--- src/dcache_config.svh ---
// widths are fixed by the burst protocol; changing them needs matching aligner logic
`ifndef DCACHE_CONFIG_SVH
`define DCACHE_CONFIG_SVH

// ----------------------------------------
// bus widths
// ----------------------------------------

`define DCACHE_ADDR_W        32   // cpu and burst byte address
`define DCACHE_WRITE_DATA_W  32   // store data from the cpu, one dword
`define DCACHE_READ_DATA_W   64   // load data back to the cpu, up to 8 bytes
`define DCACHE_READ_BURST_W  96   // three dwords from memory
`define DCACHE_WRITE_BURST_W 56   // seven bytes, 4 data bytes shifted by up to 3

// ----------------------------------------
// access limits
// ----------------------------------------

`define DCACHE_READ_MAX_LEN  8    // bytes per load
`define DCACHE_WRITE_MAX_LEN 4    // bytes per store

`endif

--- src/dcache_pkg.sv ---
// shared length and state types; lengths are plain counts and zero means no access
`default_nettype none

package dcache_pkg;

   // ----------------------------------------
   // access lengths
   // ----------------------------------------

   // load byte count, legal 1..8
   typedef logic [3:0] read_len_t;

   // store byte count, legal 1..4
   typedef logic [2:0] write_len_t;

   // burst length in dwords
   // reads use 1..3, writes 1..2
   typedef logic [1:0] dword_len_t;

   // ----------------------------------------
   // controller state
   // ----------------------------------------

   // one transaction in flight at most
   typedef enum logic [1:0] {
      ST_IDLE          = 2'd0,  // waiting for a cpu request
      ST_READ_BURST    = 2'd1,  // read burst issued, waiting for data
      ST_WRITE_THROUGH = 2'd2   // store posted, write burst in flight
   } ctrl_state_t;

endpackage

`default_nettype wire

--- src/dcache_read_align.sv ---
// combinational only; expects length 1..8 while a load is pending, zero length means unused
`timescale 1ns/1ps
`default_nettype none

`include "dcache_config.svh"

module dcache_read_align (
   input  wire  [`DCACHE_ADDR_W-1:0]       address,      // byte address of the load
   input  dcache_pkg::read_len_t           length,       // bytes wanted
   input  wire  [`DCACHE_READ_BURST_W-1:0] burst_data,   // dwords from memory
   output dcache_pkg::dword_len_t          dword_length, // dwords the range touches
   output logic [3:0]                      byte_length,  // plain byte count for memory
   output logic [`DCACHE_READ_DATA_W-1:0]  read_data     // aligned load result
);

   // ----------------------------------------
   // burst size
   // ----------------------------------------

   logic [1:0] offset;     // byte within the first dword
   logic [3:0] last_byte;  // offset of last byte, relative to dword base

   assign offset = address[1:0];

   // last byte index 0..10, its dword index is bits 3:2
   assign last_byte = {2'b00, offset} + length - 4'd1;

   assign dword_length = last_byte[3:2] + 2'd1;  // 1..3
   assign byte_length  = length;                 // passed straight through

   // ----------------------------------------
   // data extraction
   // ----------------------------------------

   logic [`DCACHE_READ_BURST_W-1:0] shifted;  // first wanted byte at bit 0
   logic [`DCACHE_READ_DATA_W-1:0]  keep;     // byte mask, ones below length

   // drop the leading bytes of the first dword
   assign shifted = burst_data >> {offset, 3'b000};

   always_comb begin
      keep = '0;
      for (int i = 0; i < `DCACHE_READ_MAX_LEN; i++) begin
         if (i < int'(length)) begin
            keep[i*8 +: 8] = 8'hff;  // byte belongs to the load
         end
      end
   end

   // bytes above length read back as zero
   assign read_data = shifted[`DCACHE_READ_DATA_W-1:0] & keep;

   // ----------------------------------------
   // checks
   // ----------------------------------------

   // zero length is the idle value, anything above 8 is a cpu bug
   always_comb begin
      assert (length <= 4'(`DCACHE_READ_MAX_LEN))
         else $error("dcache_read_align: load length %0d out of range", length);
   end

endmodule

`default_nettype wire

--- src/dcache_write_align.sv ---
// combinational only; length 1..4, bytes above length in write_data are sent but not enabled
`timescale 1ns/1ps
`default_nettype none

`include "dcache_config.svh"

module dcache_write_align (
   input  wire  [`DCACHE_ADDR_W-1:0]        address,       // byte address of the store
   input  dcache_pkg::write_len_t           length,        // bytes to write
   input  wire  [`DCACHE_WRITE_DATA_W-1:0]  write_data,    // store data, lsb first
   output dcache_pkg::dword_len_t           dword_length,  // 1 or 2
   output logic [3:0]                       byteenable_0,  // first dword
   output logic [3:0]                       byteenable_1,  // second dword
   output logic [`DCACHE_WRITE_BURST_W-1:0] burst_data     // data placed at its byte lanes
);

   // ----------------------------------------
   // byte enables
   // ----------------------------------------

   logic [1:0] offset;     // byte lane of the first byte
   logic [7:0] len_mask;   // length ones from bit 0
   logic [7:0] byte_mask;  // enables over both dwords

   assign offset = address[1:0];

   always_comb begin
      len_mask = '0;
      for (int i = 0; i < `DCACHE_WRITE_MAX_LEN; i++) begin
         len_mask[i] = (i < int'(length));  // one per stored byte
      end
   end

   // move the mask up to the first lane
   assign byte_mask = len_mask << offset;

   assign byteenable_0 = byte_mask[3:0];
   assign byteenable_1 = byte_mask[7:4];

   // second dword only when the store spills over the boundary
   assign dword_length = (|byteenable_1) ? 2'd2 : 2'd1;

   // ----------------------------------------
   // data placement
   // ----------------------------------------

   logic [`DCACHE_WRITE_BURST_W-1:0] data_wide;  // store data zero extended

   assign data_wide = {{(`DCACHE_WRITE_BURST_W - `DCACHE_WRITE_DATA_W){1'b0}}, write_data};

   // shift by whole bytes, lane n of burst carries byte n of the two dwords
   assign burst_data = data_wide << {offset, 3'b000};

endmodule

`default_nettype wire

--- src/dcache_uncached_ctrl.sv ---
// one transaction at a time; do inputs and their qualifiers must stay held until done
`timescale 1ns/1ps
`default_nettype none

`include "dcache_config.svh"

module dcache_uncached_ctrl (
   input  wire                      clk,
   input  wire                      rst_n,

   // cpu load
   input  wire                      read_do,
   output logic                     read_done,

   // cpu store
   input  wire                      write_do,
   output logic                     write_done,
   input  wire [`DCACHE_ADDR_W-1:0] write_address,

   // memory bursts
   output logic                     readburst_do,
   input  wire                      readburst_done,
   output logic                     writeburst_do,
   input  wire                      writeburst_done,

   // icache snoop notice
   output logic                     icache_snoop_do,
   output logic [`DCACHE_ADDR_W-1:0] icache_snoop_address,

   // cache maintenance, nothing cached so acked at once
   input  wire                      invd_do,
   output logic                     invd_done,
   input  wire                      wbinvd_do,
   output logic                     wbinvd_done,

   output logic                     busy
);

   // ----------------------------------------
   // state
   // ----------------------------------------

   dcache_pkg::ctrl_state_t state;

   logic idle;         // ready for a new request
   logic write_start;  // store accepted this cycle
   logic read_start;   // load accepted this cycle

   assign idle        = (state == dcache_pkg::ST_IDLE);
   assign write_start = idle && write_do;               // stores win
   assign read_start  = idle && !write_do && read_do;

   always_ff @(posedge clk) begin
      if (!rst_n) begin
         state <= dcache_pkg::ST_IDLE;
      end else begin
         case (state)
            dcache_pkg::ST_IDLE: begin
               if (write_start) begin
                  state <= dcache_pkg::ST_WRITE_THROUGH;
               end else if (read_start) begin
                  state <= dcache_pkg::ST_READ_BURST;
               end
            end
            dcache_pkg::ST_READ_BURST: begin
               if (readburst_done) state <= dcache_pkg::ST_IDLE;  // data arrives with done
            end
            dcache_pkg::ST_WRITE_THROUGH: begin
               if (writeburst_done) state <= dcache_pkg::ST_IDLE;
            end
            default: state <= dcache_pkg::ST_IDLE;  // unused encoding
         endcase
      end
   end

   // ----------------------------------------
   // outputs
   // ----------------------------------------

   // store is posted, cpu released in the accept cycle
   assign write_done    = write_start;
   assign writeburst_do = write_start;  // one cycle, state leaves idle next

   // icache sees every store as it is accepted
   assign icache_snoop_do      = write_start;
   assign icache_snoop_address = write_address;

   assign readburst_do = read_start;  // one cycle pulse
   assign read_done    = (state == dcache_pkg::ST_READ_BURST) && readburst_done;

   // maintenance only when no load or store starts this cycle
   assign invd_done   = idle && !write_do && !read_do && invd_do;
   assign wbinvd_done = idle && !write_do && !read_do && wbinvd_do;

   assign busy = !idle;

   // ----------------------------------------
   // checks
   // ----------------------------------------

   // no second launch right behind a burst
   a_one_burst: assert property (
      @(posedge clk) disable iff (!rst_n)
      (readburst_do || writeburst_do) |=> !(readburst_do || writeburst_do)
   ) else $error("dcache_uncached_ctrl: burst launched while another is in flight");

   // memory must not answer a read that was never issued
   a_rdone_in_burst: assert property (
      @(posedge clk) disable iff (!rst_n)
      readburst_done |-> (state == dcache_pkg::ST_READ_BURST)
   ) else $error("dcache_uncached_ctrl: readburst_done outside read burst");

endmodule

`default_nettype wire

--- src/dcache_uncached.sv ---
// uncached only: no tag or data rams, burst addresses are the held cpu addresses
`timescale 1ns/1ps
`default_nettype none

`include "dcache_config.svh"

module dcache_uncached (
   input  wire                              clk,
   input  wire                              rst_n,

   // ----------------------------------------
   // cpu side
   // ----------------------------------------
   input  wire                              dcacheread_do,
   output logic                             dcacheread_done,
   input  dcache_pkg::read_len_t            dcacheread_length,
   input  wire  [`DCACHE_ADDR_W-1:0]        dcacheread_address,
   output logic [`DCACHE_READ_DATA_W-1:0]   dcacheread_data,

   input  wire                              dcachewrite_do,
   output logic                             dcachewrite_done,
   input  dcache_pkg::write_len_t           dcachewrite_length,
   input  wire  [`DCACHE_ADDR_W-1:0]        dcachewrite_address,
   input  wire  [`DCACHE_WRITE_DATA_W-1:0]  dcachewrite_data,

   // ----------------------------------------
   // memory side
   // ----------------------------------------
   output logic                             readburst_do,
   input  wire                              readburst_done,
   output logic [`DCACHE_ADDR_W-1:0]        readburst_address,
   output dcache_pkg::dword_len_t           readburst_dword_length,
   output logic [3:0]                       readburst_byte_length,
   input  wire  [`DCACHE_READ_BURST_W-1:0]  readburst_data,

   output logic                             writeburst_do,
   input  wire                              writeburst_done,
   output logic [`DCACHE_ADDR_W-1:0]        writeburst_address,
   output dcache_pkg::dword_len_t           writeburst_dword_length,
   output logic [3:0]                       writeburst_byteenable_0,
   output logic [3:0]                       writeburst_byteenable_1,
   output logic [`DCACHE_WRITE_BURST_W-1:0] writeburst_data,

   // icache snoop and maintenance
   output logic                             dcachetoicache_write_do,
   output logic [`DCACHE_ADDR_W-1:0]        dcachetoicache_write_address,
   input  wire                              invddata_do,
   output logic                             invddata_done,
   input  wire                              wbinvddata_do,
   output logic                             wbinvddata_done,

   output logic                             dcache_busy
);

   assign readburst_address  = dcacheread_address;   // held by cpu until done
   assign writeburst_address = dcachewrite_address;

   dcache_read_align u_read_align (
      .address      (dcacheread_address),
      .length       (dcacheread_length),
      .burst_data   (readburst_data),
      .dword_length (readburst_dword_length),
      .byte_length  (readburst_byte_length),
      .read_data    (dcacheread_data)          // valid with dcacheread_done
   );

   dcache_write_align u_write_align (
      .address      (dcachewrite_address),
      .length       (dcachewrite_length),
      .write_data   (dcachewrite_data),
      .dword_length (writeburst_dword_length),
      .byteenable_0 (writeburst_byteenable_0),
      .byteenable_1 (writeburst_byteenable_1),
      .burst_data   (writeburst_data)
   );

   dcache_uncached_ctrl u_ctrl (
      .clk                  (clk),
      .rst_n                (rst_n),
      .read_do              (dcacheread_do),
      .read_done            (dcacheread_done),
      .write_do             (dcachewrite_do),
      .write_done           (dcachewrite_done),
      .write_address        (dcachewrite_address),
      .readburst_do         (readburst_do),
      .readburst_done       (readburst_done),
      .writeburst_do        (writeburst_do),
      .writeburst_done      (writeburst_done),
      .icache_snoop_do      (dcachetoicache_write_do),
      .icache_snoop_address (dcachetoicache_write_address),
      .invd_do              (invddata_do),
      .invd_done            (invddata_done),
      .wbinvd_do            (wbinvddata_do),
      .wbinvd_done          (wbinvddata_done),
      .busy                 (dcache_busy)
   );

endmodule

`default_nettype wire

--- config.mk ---
export PLATFORM = sky130hd
export DESIGN_NAME = dcache_uncached
export DESIGN_NICKNAME = d
export VERILOG_FILES = /design/src/dcache_pkg.sv /design/src/dcache_read_align.sv /design/src/dcache_write_align.sv /design/src/dcache_uncached_ctrl.sv /design/src/dcache_uncached.sv
export VERILOG_INCLUDE_DIRS = /design/src /design/src/src
export SDC_FILE = /design/constraint.sdc
export NUM_CORES = 1
export LEC_CHECK = 0
export BUFFER_PORTS_ARGS = -buffer_cell sky130_fd_sc_hd__buf_2
export CAP_MARGIN = 5
export CELL_PAD_IN_SITES_DETAIL_PLACEMENT = 1
export CELL_PAD_IN_SITES_GLOBAL_PLACEMENT = 1
export CORE_AREA = 4 4 172 174
export CTS_CLUSTER_DIAMETER = 100
export DETAILED_ROUTE_END_ITERATION = 10
export DIE_AREA = 0 0 176 178
export GPL_TIMING_DRIVEN = 0
export HOLD_SLACK_MARGIN = 0.12
export PLACE_DENSITY = 0.66
export SLEW_MARGIN = 20
export SYNTH_ARGS = -nofsm -noshare
export SYNTH_HDL_FRONTEND = slang
export SYNTH_SLANG_ARGS = --single-unit
--- constraint.sdc ---
create_clock -name clk -period 3.3 [get_ports clk]
set_input_delay 0.495 -clock clk [delete_from_list [all_inputs] [get_ports clk]]
set_output_delay 0.495 -clock clk [all_outputs]
set_load 0.1 [all_outputs]
# Yosys cells after proc, flatten, opt, wreduce, memory -nomap -nowiden
# Cells that the tools add are included.
# W data, S select, Z words.
classes:
  mul: 0
  n_lt_le_gt_ge: 12
  eq_ne: 5
  n_shift: 3
  mux: 14
  n_addsub: 3
  n_div: 0
  bitwise: 1
  n_reduce_logical: 13
op_table:
  columns: ["op", "n"]
  rows:
  - ["$shr A96 B5 Y64", 1]
  - ["$and A64 B64 Y64", 1]
  - ["$mux W8", 8]
  - ["$shl A32 B5 Y56", 1]
  - ["$lt A3 B4 Y1 const A", 4]
  - ["$mux W2", 5]
  - ["$lt A1 B4 Y1 const A", 2]
  - ["$lt A2 B4 Y1 const A", 2]
  - ["$shl A4 B2 Y8", 1]
  - ["$logic_and A1 B1 Y1", 7]
  - ["$lt A1 B3 Y1 const A", 2]
  - ["$lt A2 B3 Y1 const A", 2]
  - ["$pmux W2 S3", 1]
  - ["$add A2 B4 Y4", 1]
  - ["$ne A2 B2 Y1 const B", 2]
  - ["$reduce_or A4 Y1", 1]
  - ["$sub A4 B1 Y4 const B", 1]
  - ["$logic_not A1 Y1", 3]
  - ["$ne A3 B3 Y1 const B", 1]
  - ["$reduce_and A3 Y1", 1]
  - ["$add A2 B1 Y2 const B", 1]
  - ["$eq A2 B1 Y1 const B", 1]
  - ["$eq A2 B2 Y1 const B", 1]
  - ["$logic_not A2 Y1", 1]
word_totals:
  inputBits: 207
  elab_cells: 52
  mem_bits_ro: 0
  ram_bits: 0
  ff_bits: 2
  mem_count: 0
  latchBits: 0

# Logic depth before layout (Yosys ltp)
# Gate-level depths: netlist (run 1).
logic_depth:
  ltp_word: 6
  ltp_mapped: 8

# Modules after synthesis
# A second synthesis (run 1) with hierarchy kept.
hier_totals:
  cells_unflattened: 409
  area_unflattened_um2: 4103.9
modules_own_cells:
  columns: ["mod", "area_per_inst_um2", "cells_each", "n_inst", "seq_area_each_um2"]
  rows:
  - ["dcache_read_align", 2194.6, 166, 1, 0.0]
  - ["dcache_write_align", 1041.0, 128, 1, 0.0]
  - ["dcache_uncached", 480.5, 64, 1, 0.0]
  - ["dcache_uncached_ctrl", 387.9, 51, 1, 40.0]

# Worst setup path before layout (run 1)
# Ideal clock, no wire load.
synth_path:
  path_type: "input to output"
  from: "input port dcacheread_address[1]"
  to: "output port readburst_dword_length[1]"
  n_path_buf: 2
  setup_slack_ps: -1502
  arrival_time_ps: 4307
  required_ps: 2805
  path_stages: 8
  cell_sequence: "buf_2 buf_2 inv_1 ha_1 o21bai_1 fa_1 xor2_1 xnor2_1"
synth_via:
  elab_chain_cells: 3
synth_rtl:
  columns: ["element", "line", "source"]
  rows:
  - ["from (decl)", "dcache_uncached.sv:17", "input wire [`DCACHE_ADDR_W-1:0] dcacheread_address,"]
  - ["$add A2 B4 Y4", "dcache_read_align.sv:26", "assign last_byte = {2'b00, offset} + length - 4'd1;"]
  - ["$sub A4 B1 Y4", "dcache_read_align.sv:26", null]
  - ["$add A2 B1 Y2", "dcache_read_align.sv:28", "assign dword_length = last_byte[3:2] + 2'd1;"]
  - ["to (decl)", "dcache_uncached.sv:32", "output dcache_pkg::dword_len_t readburst_dword_length,"]
# No other way between the ends.

# Worst setup path in the final report (run 1)
# Ends and elaborated chain as after synthesis.

==> results.md, run 1 <==
* Status: finished, final reports clean
* Initial antenna violation count at 5
* Port bufs at roughly 370
* GRT busiest layer: met2
* Worst Path Arrival at 2.71 ns
* Initial core utilization at approximately 14%
* Worst vdd ir at between 0.15 and 0.2 mV
* Cell Rows at 61
* Area Overhead vs Synth at 62.16%
* Critical path class: input port to primary output
* Met1 Usage GRT at 13.64%
* Largest register FFs at 2
* CTS buffer count at 3
* Worst-margin pin slew at roughly 0.67 ns
* Synth Flop Type: dfxtp_1
* Via count at approximately 5,000
* Pwr/cell area at 428.6 nW/µm²
* Leak at roughly 0.0034 µW
* Share of cells above drive strength 1 at between 70% and 80%
* Worst-Skew Late Latency at about 0.22 ns
* Final setup vio count at 0
* #FFs+latches synth at 2
* Hold buffers post-CTS at 0
* GR Util met3 at under 10%
* Via density at 4.330
* Final WL at 24,400 µm
* Vias in the first global route at roughly 5,500
* Die X at 176 µm
* HP Class: input port to flip-flop
* Clock H-tree levels at 1
* Tmin final at 3.203 ns
* CP max FO at 10
* Nets@finish at about 1,000
* First-pass GRT wire length at between 30,000 and 40,000 µm
* Register area share after synthesis at about 1.0%
* Total gr overflow at 0
* Gr usage total at 14.02%
* WL per Instance at ~21 µm
* Ys Warns at 0
* Dpl ws at -0.3515 ns
* Hold WS at 0.5041 ns
* Synth Area per Inst at a little under 10 µm²
* Slowest cell on crit path: fa_2
* DRC viols at 0
* Syn nets at 619
* Critical Path RT at between 2 and 3 ns
* Synth async-reset ratio at 0%
* Max-Cap Viols at 0
* Max frequency at 312.2 MHz
* Slowest stage delay, CP at 0.56 ns
* Final Cycle Share at a little under 100%
* Worst clock skew at ~0.00048 ns
* Slew Viols, Final at 0
* 1st-pass router iterations at 4
* Worst path top cell family by delay: buffers and inverters
* Largest registers in the final layout: u_ctrl.state x2
* IO Pins at roughly 450
* Final WS setup at between 0.09 and 0.1 ns
* Critical Path Source Type: input port
* Cell variety after synth at 38
* RSZ-0062 raised after global routing: no
* Max Root-Sink Buffers at 2
* Full die area at roughly 31,000 µm²
* Iter 0 DRT Violations at 251
* Cell mode on critical path: buf_6
* Worst path bufs/invs at 4
* Critical path cell sequence: buf_2 > buf_6 > inv_1 > ha_1 > o21bai_1 > fa_2 > xor2_2 > xnor2_4 > buf_6
* Clk root buf: clkbuf_16
* ANT nets after route at 0
* Largest net degree at the start of global routing at 11
* Most flop-heavy register: u_ctrl.state
* Crit end category: primary output
* TritonCTS clock tree: built
* Number of flops mapped to enable cells by yosys at 0
* Worst-path clk slew at roughly 0.03 ns
* Met2 Use GR at 27.43%
* Mapped Cells at slightly above 400
* Sink Count at 2
* Core area at 27,780 µm²
* Power, Total at roughly 2800 µW
* Mapped Area at approximately 4000 µm²
* Die height at 178 µm
* Final Hold Viols at 0
* Worst slew margin at 55.65%
* Post-DP HPWL at 21,170 µm
* Gpl congestion at about 0.96
## worst paths after layout
path	cells after the start	endpoint	slack [ns]	startpoint
max	9	readburst_dword_length[1]	0.1	dcacheread_address[1]
min	2	u_ctrl.state[1]$_SDFFE_PN0P_	0.50	writeburst_done
max reg2reg	2	u_ctrl.state[0]$_SDFFE_PN0P_	2.15	u_ctrl.state[0]$_SDFFE_PN0P_
min reg2reg	1	u_ctrl.state[0]$_SDFFE_PN0P_	0.53	u_ctrl.state[1]$_SDFFE_PN0P_
## layout make-up
cell class                      count  area (µm²)
Fill cell                        3465       21310
Clock buffer                        3       75.07
Antenna cell                        4       10.01
Inverter                            7       26.28
Multi-Input combinational cell    264        3013
Tap cell                          378       473.0
Buffer                            135       965.9
Sequential cell                     2       40.04
Timing Repair Buffer              373        1873
## layer usage
| metal | wire [µm] | up-vias | part of all wire [%] |
|---|---|---|---|
| met5 | 20 | - | 0.082 |
| met4 | 828 | 2 | 3.4 |
| met3 | 2680 | 34 | 11 |
| met2 | 13200 | 397 | 54 |
| met1 | 7670 | 2439 | 31 |
| li1 | - | 2177 | - |
## cells in the final DEF (no fill, tap or decap), drive strengths merged, types with 3 or more instances in the layout
cell type | synthesis | final
and3b | 24 | 24
or3b | 3 | 3
nor2b | 19 | 19
nor2 | 15 | 15
nand2b | 3 | 3
diode | 0 | 4
inv | 7 | 7
o2bb2ai | 16 | 16
mux2i | 40 | 40
buf | 123 | 496
ha | 3 | 3
clkbuf | 12 | 15
and3 | 9 | 9
mux4 | 64 | 64
and2 | 43 | 43
## power by group
group          switching [µW]  internal, µW  leakage [µW]
clock network            28.7           154     0.0000370
logic                    2030           536       0.00334
registers                2.53          26.2     0.0000165
## synthesized netlist by cell type (7+ instances only)
master / n / area (µm²)
buf_4: 105 / 788.3
mux4_2: 64 / 1441
and2_1: 43 / 269.0
mux2i_1: 40 / 400.4
and3b_1: 24 / 210.2
nor2b_1: 19 / 118.9
o2bb2ai_1: 16 / 140.1
nor2_1: 15 / 56.30
clkbuf_1: 12 / 45.04
buf_2: 11 / 55.05
and3_1: 9 / 56.30
inv_1: 7 / 26.28
## cell families (layout without fill, tap and decap cells)
logic type,after synthesis,after routing,synth area share [%]
AO/OA/AOI/OAI,31,31,6.454
XOR/XNOR,2,2,0.4387
flip-flops,2,2,1.003
other,1,5,0.09389
buffers and inverters,142,518,24.69
adder cells (fa/ha/maj),4,4,1.441
AND/OR/NAND/NOR,122,122,19.77
multiplexers,104,104,46.12
## worst reg2reg max path: stages, from the launching register on
cell,delay [ns]
dfxtp_1,0.34
or3b_2,0.47
a211oi_1,0.24
## metrics by stage
| step | cell area (µm²) | setup TNS (ns) | std cells | util [%] |
|---|---|---|---|---|
| global placement | 6371 | -0.3359 | 1159 | 22.93 |
| CTS | 6462 | 0 | 1162 | 23.26 |
| finish | 6476 | 0 | 1166 | 23.31 |
| detailed placement | 6371 | -0.3515 | 1159 | 22.93 |
| global route | 6476 | 0 | 1166 | 23.31 |
| floorplan | 4031 | -0.3425 | 408 | - |
## repair_timing
item                       CTS  global route
gates resized for setup      4             1
cloned                       0             0
setup endpoints to repair    1             1
buffers inserted             0             0
(Power assumes the default switching activity.)
==> inputs of run 2 (changes only) <==
==> constraint.sdc (replaced) <==
create_clock -name clk -period 3.3 [get_ports clk]
set_input_delay 0.66 -clock clk [delete_from_list [all_inputs] [get_ports clk]]
set_output_delay 0.66 -clock clk [all_outputs]
set_load 0.1 [all_outputs]
==> run 2 against run 1 <==
Count of clock-buffer cells in the layout unchanged. Largest cell class unchanged. Largest power group unchanged. Combinational power about the same. Maximum frequency up 0.30%. Critical endpoint unchanged. Worst hold slack better by 0.021 ns. Routed wire length down 5.6%. Critical path type unchanged. Sequential share of layout area about the same.
==> results.md, run 2 (synthesis results as in run 1) <==
* Worst clock skew at 0.001142 ns (was 0.0004810 ns)
* Status: finished, final reports clean (unchanged)
* DRC viols at 0 (unchanged)
* Hold path start: u_ctrl.state[1]$_SDFFE_PN0P_ (was writeburst_done)
* Largest net degree at the start of global routing at 11 (unchanged)
* Tmin final at 3.194 ns (was 3.203 ns)
* Max frequency at 313.1 MHz (was 312.2 MHz)
* Area Overhead vs Synth at 65.76% (was 62.16%)
* R2R Setup Slk at 2.16 ns (was 2.15 ns)
* Cell Area, Placed at 6507 µm² (was 6371 µm²)
* Final setup vio count at 0 (unchanged)
* WL per Instance at 19.83 µm (was 20.92 µm)
* Worst slew margin at 46.75% (was 55.65%)
* Slowest cell on crit path: fa_2 (unchanged)
* Port bufs at 373 (unchanged)
* Worst Path Arrival at 2.53 ns (was 2.71 ns)
* Die height at 178 µm (unchanged)
* IO Pins at 447 (unchanged)
* FF-to-FF path depth at 2 (unchanged)
* Worst path top cell family by delay: adder cells (was buffers and inverters)
* Dpl ws at -0.6467 ns (was -0.3515 ns)
* RSZ-0062 raised after global routing: no (unchanged)
* Critical Path RT at 2.64 ns (was 2.80 ns)
* Share of cells above drive strength 1 at 76.50% (was 73.21%)
* Final WL at 23,040 µm (was 24,400 µm)
* Most flop-heavy register: u_ctrl.state (unchanged)
* Initial core utilization at 14.38% (unchanged)
* TritonCTS clock tree: built (unchanged)
* Setup repair bufs after CTS at 0 (unchanged)
* Worst-margin pin slew at 0.7987 ns (was 0.6652 ns)
* Largest registers in the final layout: u_ctrl.state x2 (unchanged)
* Largest register FFs at 2 (unchanged)
* Final Cycle Share at 96.78% (was 97.07%)
* 1st-pass router iterations at 4 (unchanged)
* Critical path cell sequence: buf_6 > inv_1 > ha_1 > o21bai_1 > fa_2 > xor2_4 > xnor2_4 > buf_12 (was buf_2 > buf_6 > inv_1 > ha_1 > o21bai_1 > fa_2 > xor2_2 > xnor2_4 > buf_6)
* Max-Cap Viols at 0 (unchanged)
* Hold Path Cell Cnt at 1 (was 2)
* Finished Cell Area at 6620 µm² (was 6476 µm²)
* Slowest stage delay, CP at 0.61 ns (was 0.56 ns)
* Clk root buf: clkbuf_16 (unchanged)
* Sink Count at 2 (unchanged)
* Worst-path clk slew at 0.03 ns (about the same)
* Post-DP HPWL at 20,350 µm (was 21,170 µm)
* Setup TNS at 0 ns (unchanged)
* Critical path class: input port to primary output (unchanged)
* Core area at 27,780 µm² (unchanged)
* Worst-Skew Late Latency at 0.22 ns (about the same)
* Critical Path Source Type: input port (unchanged)
* Commonest cells after routing, fill and taps aside: buf_2 (381), buf_4 (105), mux4_2 (64) (was buf_2 (382), buf_4 (105), mux4_2 (64))
* Reg2reg start: u_ctrl.state[0]$_SDFFE_PN0P_ (unchanged)
* Gr usage total at 13.41% (was 14.02%)
* Finished Core Util at 23.83% (was 23.31%)
* Gpl congestion at 0.8781 (was 0.9612)
* Pwr/cell area at 423.0 nW/µm² (was 428.6 nW/µm²)
* # fillers at 3,423 (was 3,465)
* Die X at 176 µm (unchanged)
* First-pass GRT wire length at 32,820 µm (was 34,090 µm)
* Clock H-tree levels at 1 (unchanged)
* Final WS setup at 0.1063 ns (was 0.09661 ns)
* Leak at 0.003412 µW (was 0.003393 µW)
* Total gr overflow at 0 (unchanged)
* ANT nets after route at 0 (unchanged)
* Final Hold Viols at 0 (unchanged)
* CTS buffer count at 3 (unchanged)
* Vias in the first global route at 5,540 (was 5,533)
* CP max FO at 19 (was 10)
* Hold-critical path endpoint: u_ctrl.state[0]$_SDFFE_PN0P_ (was u_ctrl.state[1]$_SDFFE_PN0P_)
* Worst path bufs/invs at 3 (was 4)
* Crit end category: primary output (unchanged)
* HP Class: flip-flop to flip-flop (was input port to flip-flop)
* Initial antenna violation count at 2 (was 5)
* Worst vdd ir at 0.1997 mV (was 0.1628 mV)
* Commonest non-fill, non-tap cell in the layout: buf_2 (unchanged)
* Full die area at 31,330 µm² (unchanged)
* Iter 0 DRT Violations at 133 (was 251)
* Max Root-Sink Buffers at 2 (unchanged)
* Nets@finish at 996 (was 997)
* R2r endpoint: u_ctrl.state[0]$_SDFFE_PN0P_ (unchanged)
* Hold buffers post-CTS at 0 (unchanged)
* Via count at 4,991 (was 5,049)
* Via density at 4.295 (was 4.330)
* Hold WS at 0.5250 ns (was 0.5041 ns)
* Cell Rows at 61 (unchanged)
* Slew Viols, Final at 0 (unchanged)
run 2: cell count changes in the layout (fill, tap and decap cells not counted), sizes merged:
cell / delta
buf: -1
diode: -3
run 2: routing by layer:
layer  GRT usage, %  vias up  share of wire [%]
met3          4.515       63                 11
li1               -     2177                  -
met1          12.26     2399                 31
met4          6.758        2                5.3
met2          26.21      350                 53
met5              0        -              0.056
run 2: per-stage QoR:
step / std cells / total power, µW
2_1_floorplan: 408 / 2145
3_3_place_gp: 1159 / 2590
3_5_place_dp: 1159 / 2598
4_1_cts: 1162 / 2817
5_1_grt: 1162 / 2883
6_report: 1162 / 2801
run 2: area by class of cell:
type                            count  area (µm²)  share of cell area [%]
Antenna cell                        1       2.502                 0.03780
Buffer                            134       960.9                   14.52
Clock buffer                        3       75.07                   1.134
Inverter                            7       26.28                  0.3969
Multi-Input combinational cell    264        3161                   47.74
Sequential cell                     2       40.04                  0.6048
Tap cell                          378       473.0                   7.144
Timing Repair Buffer              373        1882                   28.43
run 2: worst max-delay path by stage:
stage	startpoint	endpoint	slack, ns	depth (start not counted)
after global placement	dcacheread_address[1]	readburst_dword_length[1]	-0.63	9
after CTS	dcacheread_address[1]	readburst_dword_length[1]	0.02	9
final	dcacheread_address[1]	readburst_dword_length[1]	0.11	8
after global routing	dcacheread_address[1]	readburst_dword_length[1]	0.03	8
after detailed placement	dcacheread_address[1]	readburst_dword_length[1]	-0.65	9
after floorplan	dcacheread_address[1]	readburst_dword_length[1]	-0.67	8
run 2: timing repair:
item                                    4_1_cts  5_1_grt
gates cloned                                  0        0
endpoints found under the setup margin        2        1
hold endpoints to repair                      0        0
pin swaps                                     0        1
resized for setup                            11        0
run 2: power breakdown:
group / internal, µW / leakage (µW) / switching [µW]
clock: 154 / 0.0000370 / 28.5
combinational: 559 / 0.00336 / 2030
sequential: 26.2 / 0.0000165 / 2.58
